[config.mk]
export PLATFORM = sky130hd
export DESIGN_NAME = hazard_top
export DESIGN_NICKNAME = d
export VERILOG_FILES = /design/src/hazard_pkg.sv /design/src/pipe_tracker.sv /design/src/forwarding_unit.sv /design/src/sf_controller.sv /design/src/hazard_top.sv
export SDC_FILE = /design/constraint.sdc
export NUM_CORES = 1
export LEC_CHECK = 0
export ABC_AREA = 1
export ABC_CLOCK_PERIOD_IN_PS = 2800
export BUFFER_PORTS_ARGS = -buffer_cell sky130_fd_sc_hd__buf_2
export CAP_MARGIN = 20
export CORE_ASPECT_RATIO = 0.7
export CORE_MARGIN = 5
export CORE_UTILIZATION = 45
export CTS_CLUSTER_DIAMETER = 40
export DETAILED_ROUTE_END_ITERATION = 7
export PLACE_DENSITY = 0.69
export SYNTH_ARGS = -nofsm -noshare
export SYNTH_HDL_FRONTEND = slang
export SYNTH_SLANG_ARGS = --single-unit
export TNS_END_PERCENT = 30
[constraint.sdc]
create_clock -name clk -period 2.8 [get_ports clk]
set_input_delay 0.42 -clock clk [delete_from_list [all_inputs] [get_ports clk]]
set_output_delay 0.42 -clock clk [all_outputs]
set_load 0.02 [all_outputs]
[src/hazard_pkg.sv]
package hazard_pkg;

    // major opcodes the hazard logic cares about
    localparam logic [6:0] OP_LOAD   = 7'h03;
    localparam logic [6:0] OP_JALR   = 7'h67;
    localparam logic [6:0] OP_OP     = 7'h33;   // reg-reg alu
    localparam logic [6:0] OP_OP_IMM = 7'h13;   // reg-imm alu
    localparam logic [6:0] OP_STORE  = 7'h23;
    localparam logic [6:0] OP_BRANCH = 7'h63;

    // writeback source, same coding as the datapath sel_data mux
    localparam logic [1:0] SEL_ALU  = 2'd0;
    localparam logic [1:0] SEL_PC4  = 2'd1;     // link value of jal/jalr
    localparam logic [1:0] SEL_IMM  = 2'd2;     // lui style
    localparam logic [1:0] SEL_LOAD = 2'd3;     // data memory, late result

    // exe operand forward mux selects
    localparam logic [1:0] FWD_NONE = 2'd0;     // register file value
    localparam logic [1:0] FWD_MEM  = 2'd1;     // exe/mem result
    localparam logic [1:0] FWD_WB   = 2'd2;     // mem/wb result

    // one instruction word, two field layouts
    // r_form holds rs2, i_form reuses those bits as immediate
    typedef union packed {
        struct packed {
            logic [6:0] funct7;
            logic [4:0] rs2;
            logic [4:0] rs1;
            logic [2:0] funct3;
            logic [4:0] rd;
            logic [6:0] opcode;
        } r_form;
        struct packed {
            logic [11:0] imm12;     // upper bits, no rs2 here
            logic [4:0]  rs1;
            logic [2:0]  funct3;
            logic [4:0]  rd;
            logic [6:0]  opcode;
        } i_form;
    } rv_inst_u;

endpackage

[src/pipe_tracker.sv]
`timescale 1ns/1ps

module pipe_tracker import hazard_pkg::*; (
    input  logic        clk,
    input  logic        rst_n,

    // id stage, from fetch/decode
    input  logic [31:0] id_inst,
    input  logic        id_wr_en,
    input  logic [1:0]  id_sel_data,

    // stage controls from the stall/flush controller
    input  logic        exe_en,          // 0 holds id/exe
    input  logic        mem_en,          // 0 pushes a bubble into mem
    input  logic        exe_jalr_stall,  // pushes a bubble into exe

    // exe stage record
    output logic [4:0]  exe_rd,
    output logic        exe_wr_en,
    output logic [1:0]  exe_sel_data,
    output logic [4:0]  exe_rs1,
    output logic [4:0]  exe_rs2,

    // mem stage record
    output logic [4:0]  mem_rd,
    output logic        mem_wr_en,
    output logic [1:0]  mem_sel_data,

    // wb stage record
    output logic [4:0]  wb_rd,
    output logic        wb_wr_en
);

    rv_inst_u   id_word;
    logic       has_rs1;
    logic       has_rs2;
    logic [4:0] dec_rs1;
    logic [4:0] dec_rs2;
    logic [4:0] dec_rd;

    assign id_word = id_inst;

    // which source fields are real for this opcode
    always_comb begin
        has_rs1 = 1'b0;
        has_rs2 = 1'b0;
        case (id_word.i_form.opcode)
            OP_OP, OP_STORE, OP_BRANCH: begin
                has_rs1 = 1'b1;
                has_rs2 = 1'b1;     // only these carry rs2
            end
            OP_LOAD, OP_JALR, OP_OP_IMM: begin
                has_rs1 = 1'b1;     // i-form, bits 24:20 are imm
            end
            default: begin
                has_rs1 = 1'b0;     // lui/auipc/jal/system, no sources tracked
                has_rs2 = 1'b0;
            end
        endcase
    end

    // rs1 and rd sit in the same place in both layouts
    assign dec_rs1 = has_rs1 ? id_word.i_form.rs1 : 5'd0;
    assign dec_rs2 = has_rs2 ? id_word.r_form.rs2 : 5'd0;
    assign dec_rd  = id_word.i_form.rd;  // qualified by id_wr_en downstream

    // id/exe record
    // a jalr stall wins over the hold and squashes the slot
    always_ff @(posedge clk or negedge rst_n) begin
        if (!rst_n) begin
            exe_rd       <= 5'd0;
            exe_wr_en    <= 1'b0;
            exe_sel_data <= SEL_ALU;
            exe_rs1      <= 5'd0;
            exe_rs2      <= 5'd0;
        end else if (exe_jalr_stall) begin
            exe_rd       <= 5'd0;       // bubble
            exe_wr_en    <= 1'b0;
            exe_sel_data <= SEL_ALU;
            exe_rs1      <= 5'd0;
            exe_rs2      <= 5'd0;
        end else if (exe_en) begin
            exe_rd       <= dec_rd;
            exe_wr_en    <= id_wr_en;
            exe_sel_data <= id_sel_data;
            exe_rs1      <= dec_rs1;
            exe_rs2      <= dec_rs2;
        end
        // else hold, consumer waits for the load
    end

    // exe/mem record
    // a load-use stall leaves the consumer in exe and sends nothing on
    always_ff @(posedge clk or negedge rst_n) begin
        if (!rst_n) begin
            mem_rd       <= 5'd0;
            mem_wr_en    <= 1'b0;
            mem_sel_data <= SEL_ALU;
        end else if (mem_en) begin
            mem_rd       <= exe_rd;
            mem_wr_en    <= exe_wr_en;
            mem_sel_data <= exe_sel_data;
        end else begin
            mem_rd       <= 5'd0;       // bubble
            mem_wr_en    <= 1'b0;
            mem_sel_data <= SEL_ALU;
        end
    end

    // mem/wb record, never stalls
    always_ff @(posedge clk or negedge rst_n) begin
        if (!rst_n) begin
            wb_rd    <= 5'd0;
            wb_wr_en <= 1'b0;
        end else begin
            wb_rd    <= mem_rd;
            wb_wr_en <= mem_wr_en;
        end
    end

endmodule

[src/forwarding_unit.sv]
`timescale 1ns/1ps

module forwarding_unit import hazard_pkg::*; (
    // exe sources
    input  logic [4:0] exe_rs1,
    input  logic [4:0] exe_rs2,

    // mem producer
    input  logic [4:0] mem_rd,
    input  logic       mem_wr_en,
    input  logic [1:0] mem_sel_data,

    // wb producer
    input  logic [4:0] wb_rd,
    input  logic       wb_wr_en,

    // operand mux selects
    output logic [1:0] fwd_sel_a,
    output logic [1:0] fwd_sel_b,

    // load in mem feeds exe, data not there yet
    output logic       fw_mem_to_exe_a,
    output logic       fw_mem_to_exe_b
);

    logic mem_is_load;

    assign mem_is_load = (mem_sel_data == SEL_LOAD);

    // mem result ready, i.e. anything but a load
    function automatic logic [1:0] fwd_select(
        input logic [4:0] rs,
        input logic [4:0] m_rd,
        input logic       m_wr_en,
        input logic       m_load,
        input logic [4:0] w_rd,
        input logic       w_wr_en
    );
        logic [1:0] sel;
        sel = FWD_NONE;
        if (rs != 5'd0) begin               // x0 is hardwired, never forward
            if (m_wr_en && rs == m_rd) begin
                if (!m_load)
                    sel = FWD_MEM;          // newest value wins
                // load in mem shadows wb, the stall covers it
            end else if (w_wr_en && rs == w_rd) begin
                sel = FWD_WB;
            end
        end
        return sel;
    endfunction

    assign fwd_sel_a = fwd_select(exe_rs1, mem_rd, mem_wr_en, mem_is_load, wb_rd, wb_wr_en);
    assign fwd_sel_b = fwd_select(exe_rs2, mem_rd, mem_wr_en, mem_is_load, wb_rd, wb_wr_en);

    // load-use, select stays FWD_NONE, controller stalls one cycle
    assign fw_mem_to_exe_a = (exe_rs1 != 5'd0) && mem_wr_en && mem_is_load
                             && (exe_rs1 == mem_rd);
    assign fw_mem_to_exe_b = (exe_rs2 != 5'd0) && mem_wr_en && mem_is_load
                             && (exe_rs2 == mem_rd);

endmodule

[src/sf_controller.sv]
`timescale 1ns/1ps

// load-use stalls
//
//   ld    IF ID EXE MEM WB
//   use      IF ID  EXE  -   (held while ld sits in mem, bubble into mem)
//
//   ld    IF ID EXE MEM WB
//   jalr     IF ID  ID  EXE  (held in id, bubble into exe)
module sf_controller import hazard_pkg::*; (
    // id stage
    input  logic [31:0] id_inst,

    // exe record, to spot a load ahead of jalr
    input  logic [1:0]  exe_sel_data,
    input  logic        exe_wr_en,
    input  logic [4:0]  exe_rd,

    // load-use flags from the forwarding unit
    input  logic        fw_mem_to_exe_a,
    input  logic        fw_mem_to_exe_b,

    // stage enables
    output logic        if_en,           // pc and imem
    output logic        id_en,           // if/id register
    output logic        exe_en,          // id/exe register
    output logic        exe_jalr_stall,  // id/exe flush for load then jalr
    output logic        mem_en           // exe/mem register, 0 flushes it
);

    rv_inst_u   id_word;
    logic [6:0] id_opcode;
    logic [4:0] id_rs1;
    logic       exe_load;
    logic       jalr_stall;
    logic       load_stall;

    assign id_word   = id_inst;
    assign id_opcode = id_word.i_form.opcode;
    assign id_rs1    = id_word.i_form.rs1;     // jalr is i-form

    assign exe_load = (exe_sel_data == SEL_LOAD);

    // jalr reads rs1 in id for the target, so a load one ahead is too late
    // no x0 guard here, a load to x0 with jalr x0 costs one spare cycle
    assign jalr_stall = exe_load && exe_wr_en && (id_opcode == OP_JALR)
                        && (id_rs1 == exe_rd);

    // any exe operand waiting on a load in mem
    assign load_stall = fw_mem_to_exe_a || fw_mem_to_exe_b;

    assign if_en          = !(load_stall || jalr_stall);  // both cases hold fetch
    assign id_en          = !(load_stall || jalr_stall);
    assign exe_en         = !load_stall;                  // jalr case lets exe drain
    assign mem_en         = !load_stall;
    assign exe_jalr_stall = jalr_stall;

endmodule

[src/hazard_top.sv]
`timescale 1ns/1ps

module hazard_top (
    input  logic        clk,
    input  logic        rst_n,

    // id stage from decode
    input  logic [31:0] id_inst,
    input  logic        id_wr_en,
    input  logic [1:0]  id_sel_data,

    // stage enables and flush
    output logic        if_en,
    output logic        id_en,
    output logic        exe_en,
    output logic        mem_en,
    output logic        exe_jalr_stall,

    // exe operand forward selects
    output logic [1:0]  fwd_sel_a,
    output logic [1:0]  fwd_sel_b
);

    // tracker records
    logic [4:0] exe_rd;
    logic       exe_wr_en;
    logic [1:0] exe_sel_data;
    logic [4:0] exe_rs1;
    logic [4:0] exe_rs2;
    logic [4:0] mem_rd;
    logic       mem_wr_en;
    logic [1:0] mem_sel_data;
    logic [4:0] wb_rd;
    logic       wb_wr_en;

    // load-use flags
    logic       fw_mem_to_exe_a;
    logic       fw_mem_to_exe_b;

    pipe_tracker i_tracker (
        .clk            (clk),
        .rst_n          (rst_n),
        .id_inst        (id_inst),
        .id_wr_en       (id_wr_en),
        .id_sel_data    (id_sel_data),
        .exe_en         (exe_en),
        .mem_en         (mem_en),
        .exe_jalr_stall (exe_jalr_stall),
        .exe_rd         (exe_rd),
        .exe_wr_en      (exe_wr_en),
        .exe_sel_data   (exe_sel_data),
        .exe_rs1        (exe_rs1),
        .exe_rs2        (exe_rs2),
        .mem_rd         (mem_rd),
        .mem_wr_en      (mem_wr_en),
        .mem_sel_data   (mem_sel_data),
        .wb_rd          (wb_rd),
        .wb_wr_en       (wb_wr_en)
    );

    forwarding_unit i_fwd (
        .exe_rs1         (exe_rs1),
        .exe_rs2         (exe_rs2),
        .mem_rd          (mem_rd),
        .mem_wr_en       (mem_wr_en),
        .mem_sel_data    (mem_sel_data),
        .wb_rd           (wb_rd),
        .wb_wr_en        (wb_wr_en),
        .fwd_sel_a       (fwd_sel_a),
        .fwd_sel_b       (fwd_sel_b),
        .fw_mem_to_exe_a (fw_mem_to_exe_a),
        .fw_mem_to_exe_b (fw_mem_to_exe_b)
    );

    sf_controller i_sf (
        .id_inst         (id_inst),
        .exe_sel_data    (exe_sel_data),
        .exe_wr_en       (exe_wr_en),
        .exe_rd          (exe_rd),
        .fw_mem_to_exe_a (fw_mem_to_exe_a),
        .fw_mem_to_exe_b (fw_mem_to_exe_b),
        .if_en           (if_en),
        .id_en           (id_en),
        .exe_en          (exe_en),
        .exe_jalr_stall  (exe_jalr_stall),
        .mem_en          (mem_en)
    );

endmodule

==> results.py, run 1 <==
metrics = {
    "clock_network": {
        "clk_path_buf_depth": 2,
        "cts_tree": "built",
        "cts.hold.buffers_added": 0,
        "htree_levels": 2,
        "post_cts_buffers": 0,
        "clock-sinks": 32,
        "clk_latency_ns": 0.28,
        "numCtsBuffers": 5,
        "clkTransAtPathRegs_ns": 0.06,
        "cts-root-buf": "clkbuf_8",
        "ctsResizeCount": 0,
    },
    "routing": {
        "vias": 1591,
        "ant_nets": 0,
        "drc_errors": 0,
        "top_layer": "met4",
        "wl_per_cell_um": 13.16,
        "viasPerCell": 4.972,
        "met2_length_um": 1713,
        "met1_length_um": 2197,
        "first_pass_iters": 4,
        "wl_met3_um": 240,
        "first_iter_violations": 71,
        "drt-total-wl_um": 4211,
    },
    "global_routing": {
        "grt_pass1_vias": 1554,
        "grt_max_degree": 33,
        "gr-total-overflow": 0,
        "antenna_found_initial": 0,
        "grt_pass1_wl_um": 7300,
        "grt_use_total_pct": 16.65,
    },
    "floorplan": {
        "die_width_um": 87.19,
        "core_mm2": 0.003970,
        "pin_count": 46,
        "die-area_mm2": 0.005583,
        "rows": 19,
        "dieHeight_um": 64.03,
        "initial_core_util_pct": 47.27,
    },
    "flow_run": {
        "maxCapViolCount": 0,
    },
    "yosys": {
        "ys_seq_area_share_pct": 42.67,
        "netlist_area_mm2": 0.001877,
        "syn_inst": 231,
        "async_reset_ff_share_pct": 100.0,
        "syn_area_per_cell_um2": 8.125,
        "synth_nets": 268,
        "synth-edff-count": 0,
        "ys_warn_count": 0,
        "synth_cell_types": 25,
        "synth_seq_cells": 32,
        "synth_ff_type": "dfrtp_1",
    },
    "critical_path": {
        "path_cells": "nor2_1, nand3_2, nand2_1, inv_1, nand3_4, nand2_4, nor2_1, buf_2",
        "crit_path_max_fanout": 28,
        "critical_path_arrival_ns": 1.84,
        "cp.required_ns": 2.38,
        "reg2reg_from": "i_tracker.exe_rd[1]",
        "startpoint": "i_tracker.exe_rs1[0]",
        "cpLargestDelayFamily": "simple AND/OR/NAND/NOR gates",
        "cp-end-kind": "primary output",
        "timing.critical_path.mode_cell": "nor2_1",
        "max_stage_delay_ns": 0.44,
        "critPathSlowestCell": "dfrtp_1",
        "cp-start-kind": "flop",
        "worst-setup-path-type": "flop to primary output",
        "crit_buf_inv": 2,
    },
    "power_and_ir_drop": {
        "power_leakage_uw": 0.001104,
        "peakVddDrop_v": 0.0002816,
        "p_per_area_mw_per_mm2": 442.1,
    },
    "place": {
        "dpl_cell_area_mm2": 0.002071,
        "routabilityCongestion": 0.8047,
        "dp_hpwl_um": 3080,
        "port_buffers": 35,
    },
    "timing": {
        "setup_viol": 0,
        "slew_violations": 0,
        "max_freq_mhz": 442.2,
        "fin_setup_tns_ns": 0,
        "post-route-min-period_ns": 2.262,
        "rsz0062_at_grt": "no",
        "hold_viol": 0,
        "holdWs_ns": 0.1887,
        "skew_ns": 0.001798,
        "tightest_slew_ns": 0.7211,
        "relSlewSlack_pct": 51.93,
        "period_share_pct": 80.77,
    },
    "cells_and_area": {
        "syn2layout_area_growth_pct": 15.13,
        "n_antenna_cell": 0,
        "drive_above_1_share_pct": 20.90,
        "final_net_count": 304,
        "nFillCells": 399,
        "final_cell_area_mm2": 0.002161,
    },
    "run_status": {
        "status": "finished, final reports clean",
    },
    "min_path": {
        "min_path_type": "input pin to async pin",
    },
}
-- layout make-up --
class,instances,area (um^2),area share (%)
Clock buffer,8,90.09,4.169
Inverter,29,108.9,5.038
Multi-Input combinational cell,162,905.9,41.92
Sequential cell,32,800.8,37.06
Tap cell,52,65.06,3.011
Timing Repair Buffer,37,190.2,8.801
-- cell usage in the layout, fill, tap and decap left out, drive strengths merged --
cell type / Yosys / routed
a21boi: 5 / 5
and3: 1 / 1
buf: 8 / 37
clkbuf: 0 / 8
clkinv: 1 / 1
dfrtp: 32 / 32
inv: 28 / 28
nand2: 47 / 47
nand3: 23 / 23
nand4: 22 / 22
nor2: 36 / 36
nor3: 5 / 5
o211ai: 1 / 1
xnor2: 13 / 13
xor2: 9 / 9
-- Yosys cell counts, types with 2 or more instances --
master	count	area (um^2)
nand4_1	22	137.6
nor2_2	2	12.51
inv_1	26	97.59
nand3_1	19	95.09
dfrtp_1	32	800.8
nand2_1	45	168.9
a21boi_0	5	37.54
buf_2	4	20.02
xor2_1	9	78.83
buf_4	2	15.01
xnor2_1	12	105.1
nor2_1	32	120.1
nor3_1	5	25.02
inv_2	2	7.510
nand3_4	2	35.03
nand3_2	2	20.02
nor2_4	2	22.52
-- through the flow --
stage / total power, uW / setup WS (ns) / utilization, % / instances
floorplan: 561.0 / 0.6504 / - / 231
global placement: 600.6 / 0.9344 / 52.16 / 312
detailed placement: 603.7 / 0.8778 / 52.16 / 312
CTS: 966.9 / 0.5489 / 54.43 / 320
global route: 1011 / 0.4204 / 54.43 / 320
finish: 955.2 / 0.5385 / 54.43 / 320
-- sequential cells by signal, indices dropped and copies added (netlist names) --
name / count
i_tracker.exe_sel_data: 2
i_tracker.wb_rd: 5
i_tracker.mem_sel_data: 2
i_tracker.exe_wr_en: 1
i_tracker.mem_wr_en: 1
i_tracker.wb_wr_en: 1
i_tracker.exe_rd: 5
i_tracker.exe_rs2: 5
i_tracker.mem_rd: 5
i_tracker.exe_rs1: 5
-- worst paths after layout --
path | end | slack (ns) | cells past startpoint
min in group clk | i_tracker.exe_rd[1] | 0.38 | 3
worst max-delay path | if_en | 0.54 | 8
worst max register to register | i_tracker.exe_rs2[3] | 1.20 | 6
max in group asynchronous | i_tracker.wb_rd[4] | 2.15 | 1
worst min-delay path | i_tracker.exe_rd[0] | 0.19 | 1
worst min register to register | i_tracker.wb_wr_en | 0.39 | 0
-- kinds of logic after synthesis --
kind of cell	after synthesis	share of synthesized area [%]
AO/OA/AOI/OAI	6	2.400
AND/OR/NAND/NOR	134	35.20
flip-flops	32	42.67
buffers and inverters	37	9.066
XOR/XNOR	22	10.67
-- report_power, final --
| part | switching [uW] | internal (uW) |
|---|---|---|
| combinational | 52.6 | 43.0 |
| sequential | 18.2 | 480 |
| clock | 161 | 200 |
-- layer usage --
metal,track usage (%),vias to the layer above
li1,-,812
met1,24.12,728
met2,23.86,44
met3,5.648,7
met4,4.215,0
met5,0,-
(Power assumes the default switching activity.)
==> run 2, diff against run 1 <==
Settings changed: ABC_CLOCK_PERIOD_IN_PS 2800 to 1940, PLACE_DENSITY 0.69 to 0.72.
Clock period 2.8 ns to 1.94 ns, I/O delays scaled along.
==> run 2 against run 1 <==
Design area rose by 6.8%. Clock skew grew 0.0020 ns. Critical path depth shrank 1. Clock power rose by 46%. Setup slack got worse by 0.53 ns. First-iteration DRC count fell by 27%. Critical endpoint is now fwd_sel_a[0]. Power up 46%. Combinational power is 55% higher.
==> results.py, run 2 (synthesis results as in run 1) <==
metrics = {
    "timing": {
        "rsz0062_at_grt": "yes",
        "slew_violations": 0,
        "tightest_slew_ns": 0.6987,
        "hold_viol": 0,
        "relSlewSlack_pct": 53.42,
        "holdWs_ns": 0.04398,
        "max_freq_mhz": 518.7,
        "skew_ns": 0.003773,
        "post-route-min-period_ns": 1.928,
        "period_share_pct": 99.37,
        "setup_ws_ns": 0.01221,
        "setup_viol": 0,
    },
    "floorplan": {
        "pin_count": 46,
        "initial_core_util_pct": 47.27,
        "dieHeight_um": 64.03,
        "die_width_um": 87.19,
        "die-area_mm2": 0.005583,
        "core_mm2": 0.003970,
        "rows": 19,
    },
    "power_and_ir_drop": {
        "switching_share_pct": 25.31,
        "power_leakage_uw": 0.001168,
        "internal_power_uw": 1043,
        "pwr-share-seq_pct": 51.6,
        "p_sw_uw": 353.4,
        "clkPwrFrac_pct": 37.8,
        "peakVddDrop_v": 0.0004149,
        "p_comb_share_pct": 10.6,
        "p_per_area_mw_per_mm2": 604.9,
    },
    "clock_network": {
        "clock-sinks": 32,
        "htree_levels": 2,
        "cts_tree": "built",
        "clkTransAtPathRegs_ns": 0.07,
        "clk_path_buf_depth": 2,
        "cts-root-buf": "clkbuf_8",
        "numCtsBuffers": 5,
        "clk_latency_ns": 0.29,
    },
    "global_routing": {
        "grt_use_total_pct": 17.86,
        "grt_pass1_vias": 1675,
        "grt_pass1_wl_um": 7748,
        "grt_max_degree": 33,
        "antenna_found_initial": 0,
        "gr-total-overflow": 0,
    },
    "critical_path": {
        "critical_path_arrival_ns": 1.64,
        "cp-end-kind": "primary output",
        "crit_path_max_fanout": 4,
        "startpoint": "i_tracker.exe_rs1[0]",
        "worst-setup-path-type": "flop to primary output",
        "r2r_setup_slack_ns": 0.28,
        "reg2reg_from": "i_tracker.exe_rs1[0]",
        "cp-start-kind": "flop",
        "cp.required_ns": 1.65,
        "ff2ff_path_depth": 8,
    },
    "routing": {
        "drt-total-wl_um": 4477,
        "first_pass_iters": 4,
        "drc_errors": 0,
        "wl_per_cell_um": 13.73,
        "vias": 1656,
        "ant_nets": 0,
        "viasPerCell": 5.080,
        "first_iter_violations": 52,
    },
    "cells_and_area": {
        "n_antenna_cell": 0,
        "final_common_cell": "nand2_1",
        "final_cell_mix": "42 x nand2_1, 29 x buf_2, 26 x nor2_1, 25 x inv_1, 24 x dfrtp_1",
        "nFillCells": 362,
        "multi_input_area_um2": 965.9,
        "final_cell_area_mm2": 0.002308,
        "syn2layout_area_growth_pct": 23.00,
        "drive_above_1_share_pct": 30.66,
        "final_cells": 326,
        "final_net_count": 310,
        "regArea_um2": 810.8,
    },
    "place": {
        "dpl_cell_area_mm2": 0.002086,
        "dp_hpwl_um": 3165,
        "preCtsSetupSlack_ns": 0.2992,
        "place_inst": 313,
        "port_buffers": 35,
        "routabilityCongestion": 0.8129,
    },
    "flow_run": {
        "maxCapViolCount": 0,
    },
    "min_path": {
        "min_path_type": "input pin to async pin",
    },
    "run_status": {
        "status": "finished, final reports clean",
    },
}
run 2: cell types whose count changed in the layout (fill, tap and decap cells not counted), sizes merged:
cell	before	now
clkinv	1	3
clkbuf	8	6
buf	37	43
run 2: metrics by stage:
| stage | total power [uW] | utilization, % | setup TNS (ns) |
|---|---|---|---|
| floorplan | 810.2 | - | 0 |
| global placement | 866.5 | 52.54 | 0 |
| detailed placement | 871.7 | 52.54 | 0 |
| CTS | 1407 | 55.03 | 0 |
| global route | 1476 | 58.15 | -0.2065 |
| finish | 1396 | 58.15 | 0 |
run 2: layer usage:
metal	GRT usage, %	vias up	share of wire [%]
met1	25.36	764	47
met5	0	-	0
li1	-	832	-
met2	25.47	49	44
met3	5.392	11	6.8
met4	6.897	0	2.1
run 2: final timing paths:
| kind | endpoint |
|---|---|
| max | fwd_sel_a[0] |
| min | i_tracker.exe_rd[2] |
| max reg2reg | i_tracker.exe_rs1[1] |
| min reg2reg | i_tracker.wb_wr_en |
| max in group asynchronous | i_tracker.exe_rs1[0] |
| min in group clk | i_tracker.exe_rd[2] |
run 2: layout make-up:
class                      count  area share (%)
clock buffer                   6           3.577
clock inverter                 2          0.4336
inverter                      29           4.715
multi-input combinational    162           41.84
sequential                    32           35.12
tap                           52           2.818
timing repair buffer          43           11.49
run 2: timing repair:
| item | CTS | global route |
|---|---|---|
| hold endpoints to repair | 0 | 0 |
| hold buffers | 0 | 0 |
| setup endpoints to repair | 3 | 8 |
| pin swaps | 0 | 7 |
| cloned | 0 | 0 |
| resized for setup | 3 | 29 |
| buffers inserted | 0 | 5 |
run 2: power by group through the flow:
| stage | Combinational [uW] | Sequential, uW | Clock, uW |
|---|---|---|---|
| 6_report | 148 | 720 | 528 |
| 3_3_place_gp | 137 | 730 | 0 |
| 5_1_grt | 170 | 723 | 584 |
| 4_1_cts | 142 | 718 | 546 |
| 2_1_floorplan | 85.8 | 724 | 0 |
| 3_5_place_dp | 141 | 731 | 0 |
run 2: worst max-delay path: stages, from the launching register on:
cell and delay [ns]:
dfrtp_2 0.46, xnor2_1 0.20, nand2_2 0.08, nor2_4 0.15, nand2_1 0.08, nor2_2 0.10
and3_1 0.16, buf_4 0.13
==> run 3, diff against run 2 <==
Settings changed: CORE_UTILIZATION 45 to 23, PLACE_DENSITY 0.72 to not set, RECOVER_POWER set to 25, SYNTH_HIERARCHICAL set to 1.
==> run 3 against run 2 <==
The flow now finishes with violations (max-capacitance violations, max-slew violations, negative setup slack). Highest routed layer unchanged. Synthesized area decreased by 0.13%. Critical endpoint is now id_en. Clock-buffer cell count is 1 higher. Clock skew is 0.00052 ns higher.
==> results.py, run 3 <==
metrics = {
    "run_status": {
        "status": "complete, but fails checks",
        "violations": "max-capacitance violations, max-slew violations, negative setup slack",
    },
    "global_routing": {
        "antenna_found_initial": 0,
        "grt_use_total_pct": 9.899,
        "gr-total-overflow": 0,
        "grt_pass1_vias": 1729,
        "grt_pass1_wl_um": 8093,
        "grt_max_degree": 33,
    },
    "cells_and_area": {
        "final_cell_area_mm2": 0.002713,
        "final_common_cell": "nand2_1",
        "final_net_count": 388,
        "drive_above_1_share_pct": 32.39,
        "final_cell_mix": "115 x nand2_1, 46 x inv_1, 31 x dfrtp_1, 28 x buf_2, 27 x nor2_1",
        "final_cells": 453,
        "nFillCells": 869,
        "n_antenna_cell": 0,
        "syn2layout_area_growth_pct": 44.73,
    },
    "yosys": {
        "synthTopCellsByArea": "dfrtp_1 43%, nand2_1 25%, inv_1 11%",
        "async_reset_ff_share_pct": 100.0,
        "synth_cell_types": 14,
        "netlist_area_mm2": 0.001874,
        "synth-edff-count": 0,
        "ys_seq_area_share_pct": 42.72,
        "syn_inst": 290,
        "synth_area_leader_cell": "dfrtp_1",
        "ys_warn_count": 6,
        "synth_top_area_share_pct": 42.72,
        "synth.most_common_cell": "nand2_1",
        "synth_ff_type": "dfrtp_1",
        "syn_area_per_cell_um2": 6.463,
        "synth_seq_cells": 32,
        "synth_nets": 327,
        "synthTopCellsByCount": "126 x nand2_1, 56 x inv_1, 35 x nor2_1",
    },
    "flow_run": {
        "maxCapViolCount": 1,
    },
    "clock_network": {
        "clkTransAtPathRegs_ns": 0.05,
        "clk_latency_ns": 0.27,
        "cts.hold.buffers_added": 0,
        "clock-sinks": 32,
        "numCtsBuffers": 5,
        "htree_levels": 2,
        "clk_path_buf_depth": 2,
        "cts_tree": "built",
        "cts-root-buf": "clkbuf_16",
    },
    "power_and_ir_drop": {
        "internal_power_uw": 1452,
        "p_comb_share_pct": 10.4,
        "p_per_area_mw_per_mm2": 685.2,
        "clkPwrFrac_pct": 50.9,
        "switching_share_pct": 21.87,
        "p_sw_uw": 406.5,
        "pwr-share-seq_pct": 38.8,
        "power_leakage_uw": 0.001601,
        "peakVddDrop_v": 0.0003397,
    },
    "floorplan": {
        "die-area_mm2": 0.01008,
        "core_mm2": 0.007905,
        "rows": 27,
        "pin_count": 46,
        "dieHeight_um": 85.53,
        "die_width_um": 117.9,
        "initial_core_util_pct": 23.71,
    },
    "place": {
        "port_buffers": 35,
        "routabilityCongestion": 0.8154,
        "dpl_cell_area_mm2": 0.002200,
        "preCtsSetupSlack_ns": -0.06557,
        "place_inst": 428,
        "dp_hpwl_um": 3723,
    },
    "timing": {
        "period_share_pct": 101.1,
        "hold_viol": 0,
        "max_freq_mhz": 509.6,
        "setup_ws_ns": -0.02226,
        "holdWs_ns": 0.2295,
        "tightest_slew_ns": 1.672,
        "slew_violations": 33,
        "skew_ns": 0.004296,
        "setup_viol": 2,
        "rsz0062_at_grt": "yes",
        "post-route-min-period_ns": 1.962,
        "relSlewSlack_pct": -11.44,
    },
    "routing": {
        "vias": 1831,
        "wl_per_cell_um": 10.91,
        "drt-total-wl_um": 4943,
        "drc_errors": 0,
        "first_pass_iters": 4,
        "viasPerCell": 4.042,
        "ant_nets": 0,
        "first_iter_violations": 91,
    },
    "critical_path": {
        "cp-end-kind": "primary output",
        "cp-start-kind": "flop",
        "ff2ff_path_depth": 11,
        "crit_path_max_fanout": 4,
        "worst-setup-path-type": "flop to primary output",
        "critical_path_arrival_ns": 1.67,
        "cp.required_ns": 1.65,
    },
    "min_path": {
        "min_path_type": "input pin to flop",
        "min_path_cells": 2,
    },
}
-- run 3: power groups by stage --
stage	logic [uW]	registers (uW)	clock network [uW]
2_1_floorplan	94.1	723	0
3_3_place_gp	155	729	0
3_5_place_dp	158	731	0
4_1_cts	169	719	971
5_1_grt	221	725	1010
6_report	192	721	945
-- run 3: path summary, 6_finish.rpt --
check / from / endpoint / slack (ns)
max reg2reg: i_tracker/exe_rs2[3] / i_tracker/exe_wr_en / 0.18
max in group asynchronous: rst_n / i_tracker/mem_rd[4] / 0.40
min reg2reg: i_tracker/mem_rd[3] / i_tracker/wb_rd[3] / 0.44
max: i_tracker/exe_rs2[3] / id_en / -0.02
min: id_inst[8] / i_tracker/exe_rd[1] / 0.23
min in group asynchronous: rst_n / i_tracker/exe_rd[0] / 0.44
-- run 3: per-stage QoR --
stage | TNS, ns | power [uW] | util, %
final | -0.04362 | 1859 | 34.31
after global routing | -0.5503 | 1954 | 34.31
after CTS | -0.1947 | 1859 | 31.48
after detailed placement | -0.4023 | 888.9 | 27.83
after global placement | -0.08148 | 883.8 | 27.83
after floorplan | 0 | 816.8 | -
-- run 3: critical path, cell delays in order (launching register included) --
cell	delay, ns
dfrtp_1	0.41
inv_2	0.09
nand3_2	0.10
nor2_4	0.12
inv_2	0.05
nand2_2	0.07
nor2_4	0.04
nor2_4	0.20
inv_2	0.07
nor2_4	0.13
buf_6	0.13
-- run 3: layout make-up --
type	count	area [um^2]	share of cell area, %
multi-input cells	193	960.9	35.42
repair buffers	58	411.6	15.18
flip-flops and latches	32	802.0	29.57
inverters	61	229.0	8.441
clock inverters	1	30.03	1.107
well taps	101	126.4	4.659
clock buffers	7	152.6	5.627
-- run 3: what timing repair did --
item | in CTS | in global routing
hold endpoints to repair | 0 | 0
gates resized for setup | 20 | 43
gates cloned | 0 | 0
endpoints found under the setup margin | 21 | 23
pin swaps | 5 | 18
buffers inserted | 6 | 11
-- run 3: layer usage --
metal	vias to the layer above	global-route usage [%]	wire (um)
li1	967	-	-
met1	811	14.76	2622
met2	46	14.27	2086
met3	7	2.571	182
met4	0	2.188	51
met5	-	0	0
-- run 3: kinds of logic (layout without fill, tap and decap cells) --
| family | after synthesis | in the layout | share of synthesized area (%) |
|---|---|---|---|
| AOI/OAI and AO/OA | 10 | 10 | 4.273 |
| buffers and inverters | 65 | 127 | 13.62 |
| and+or+nand+nor | 183 | 183 | 39.39 |
| DFF | 32 | 32 | 42.72 |
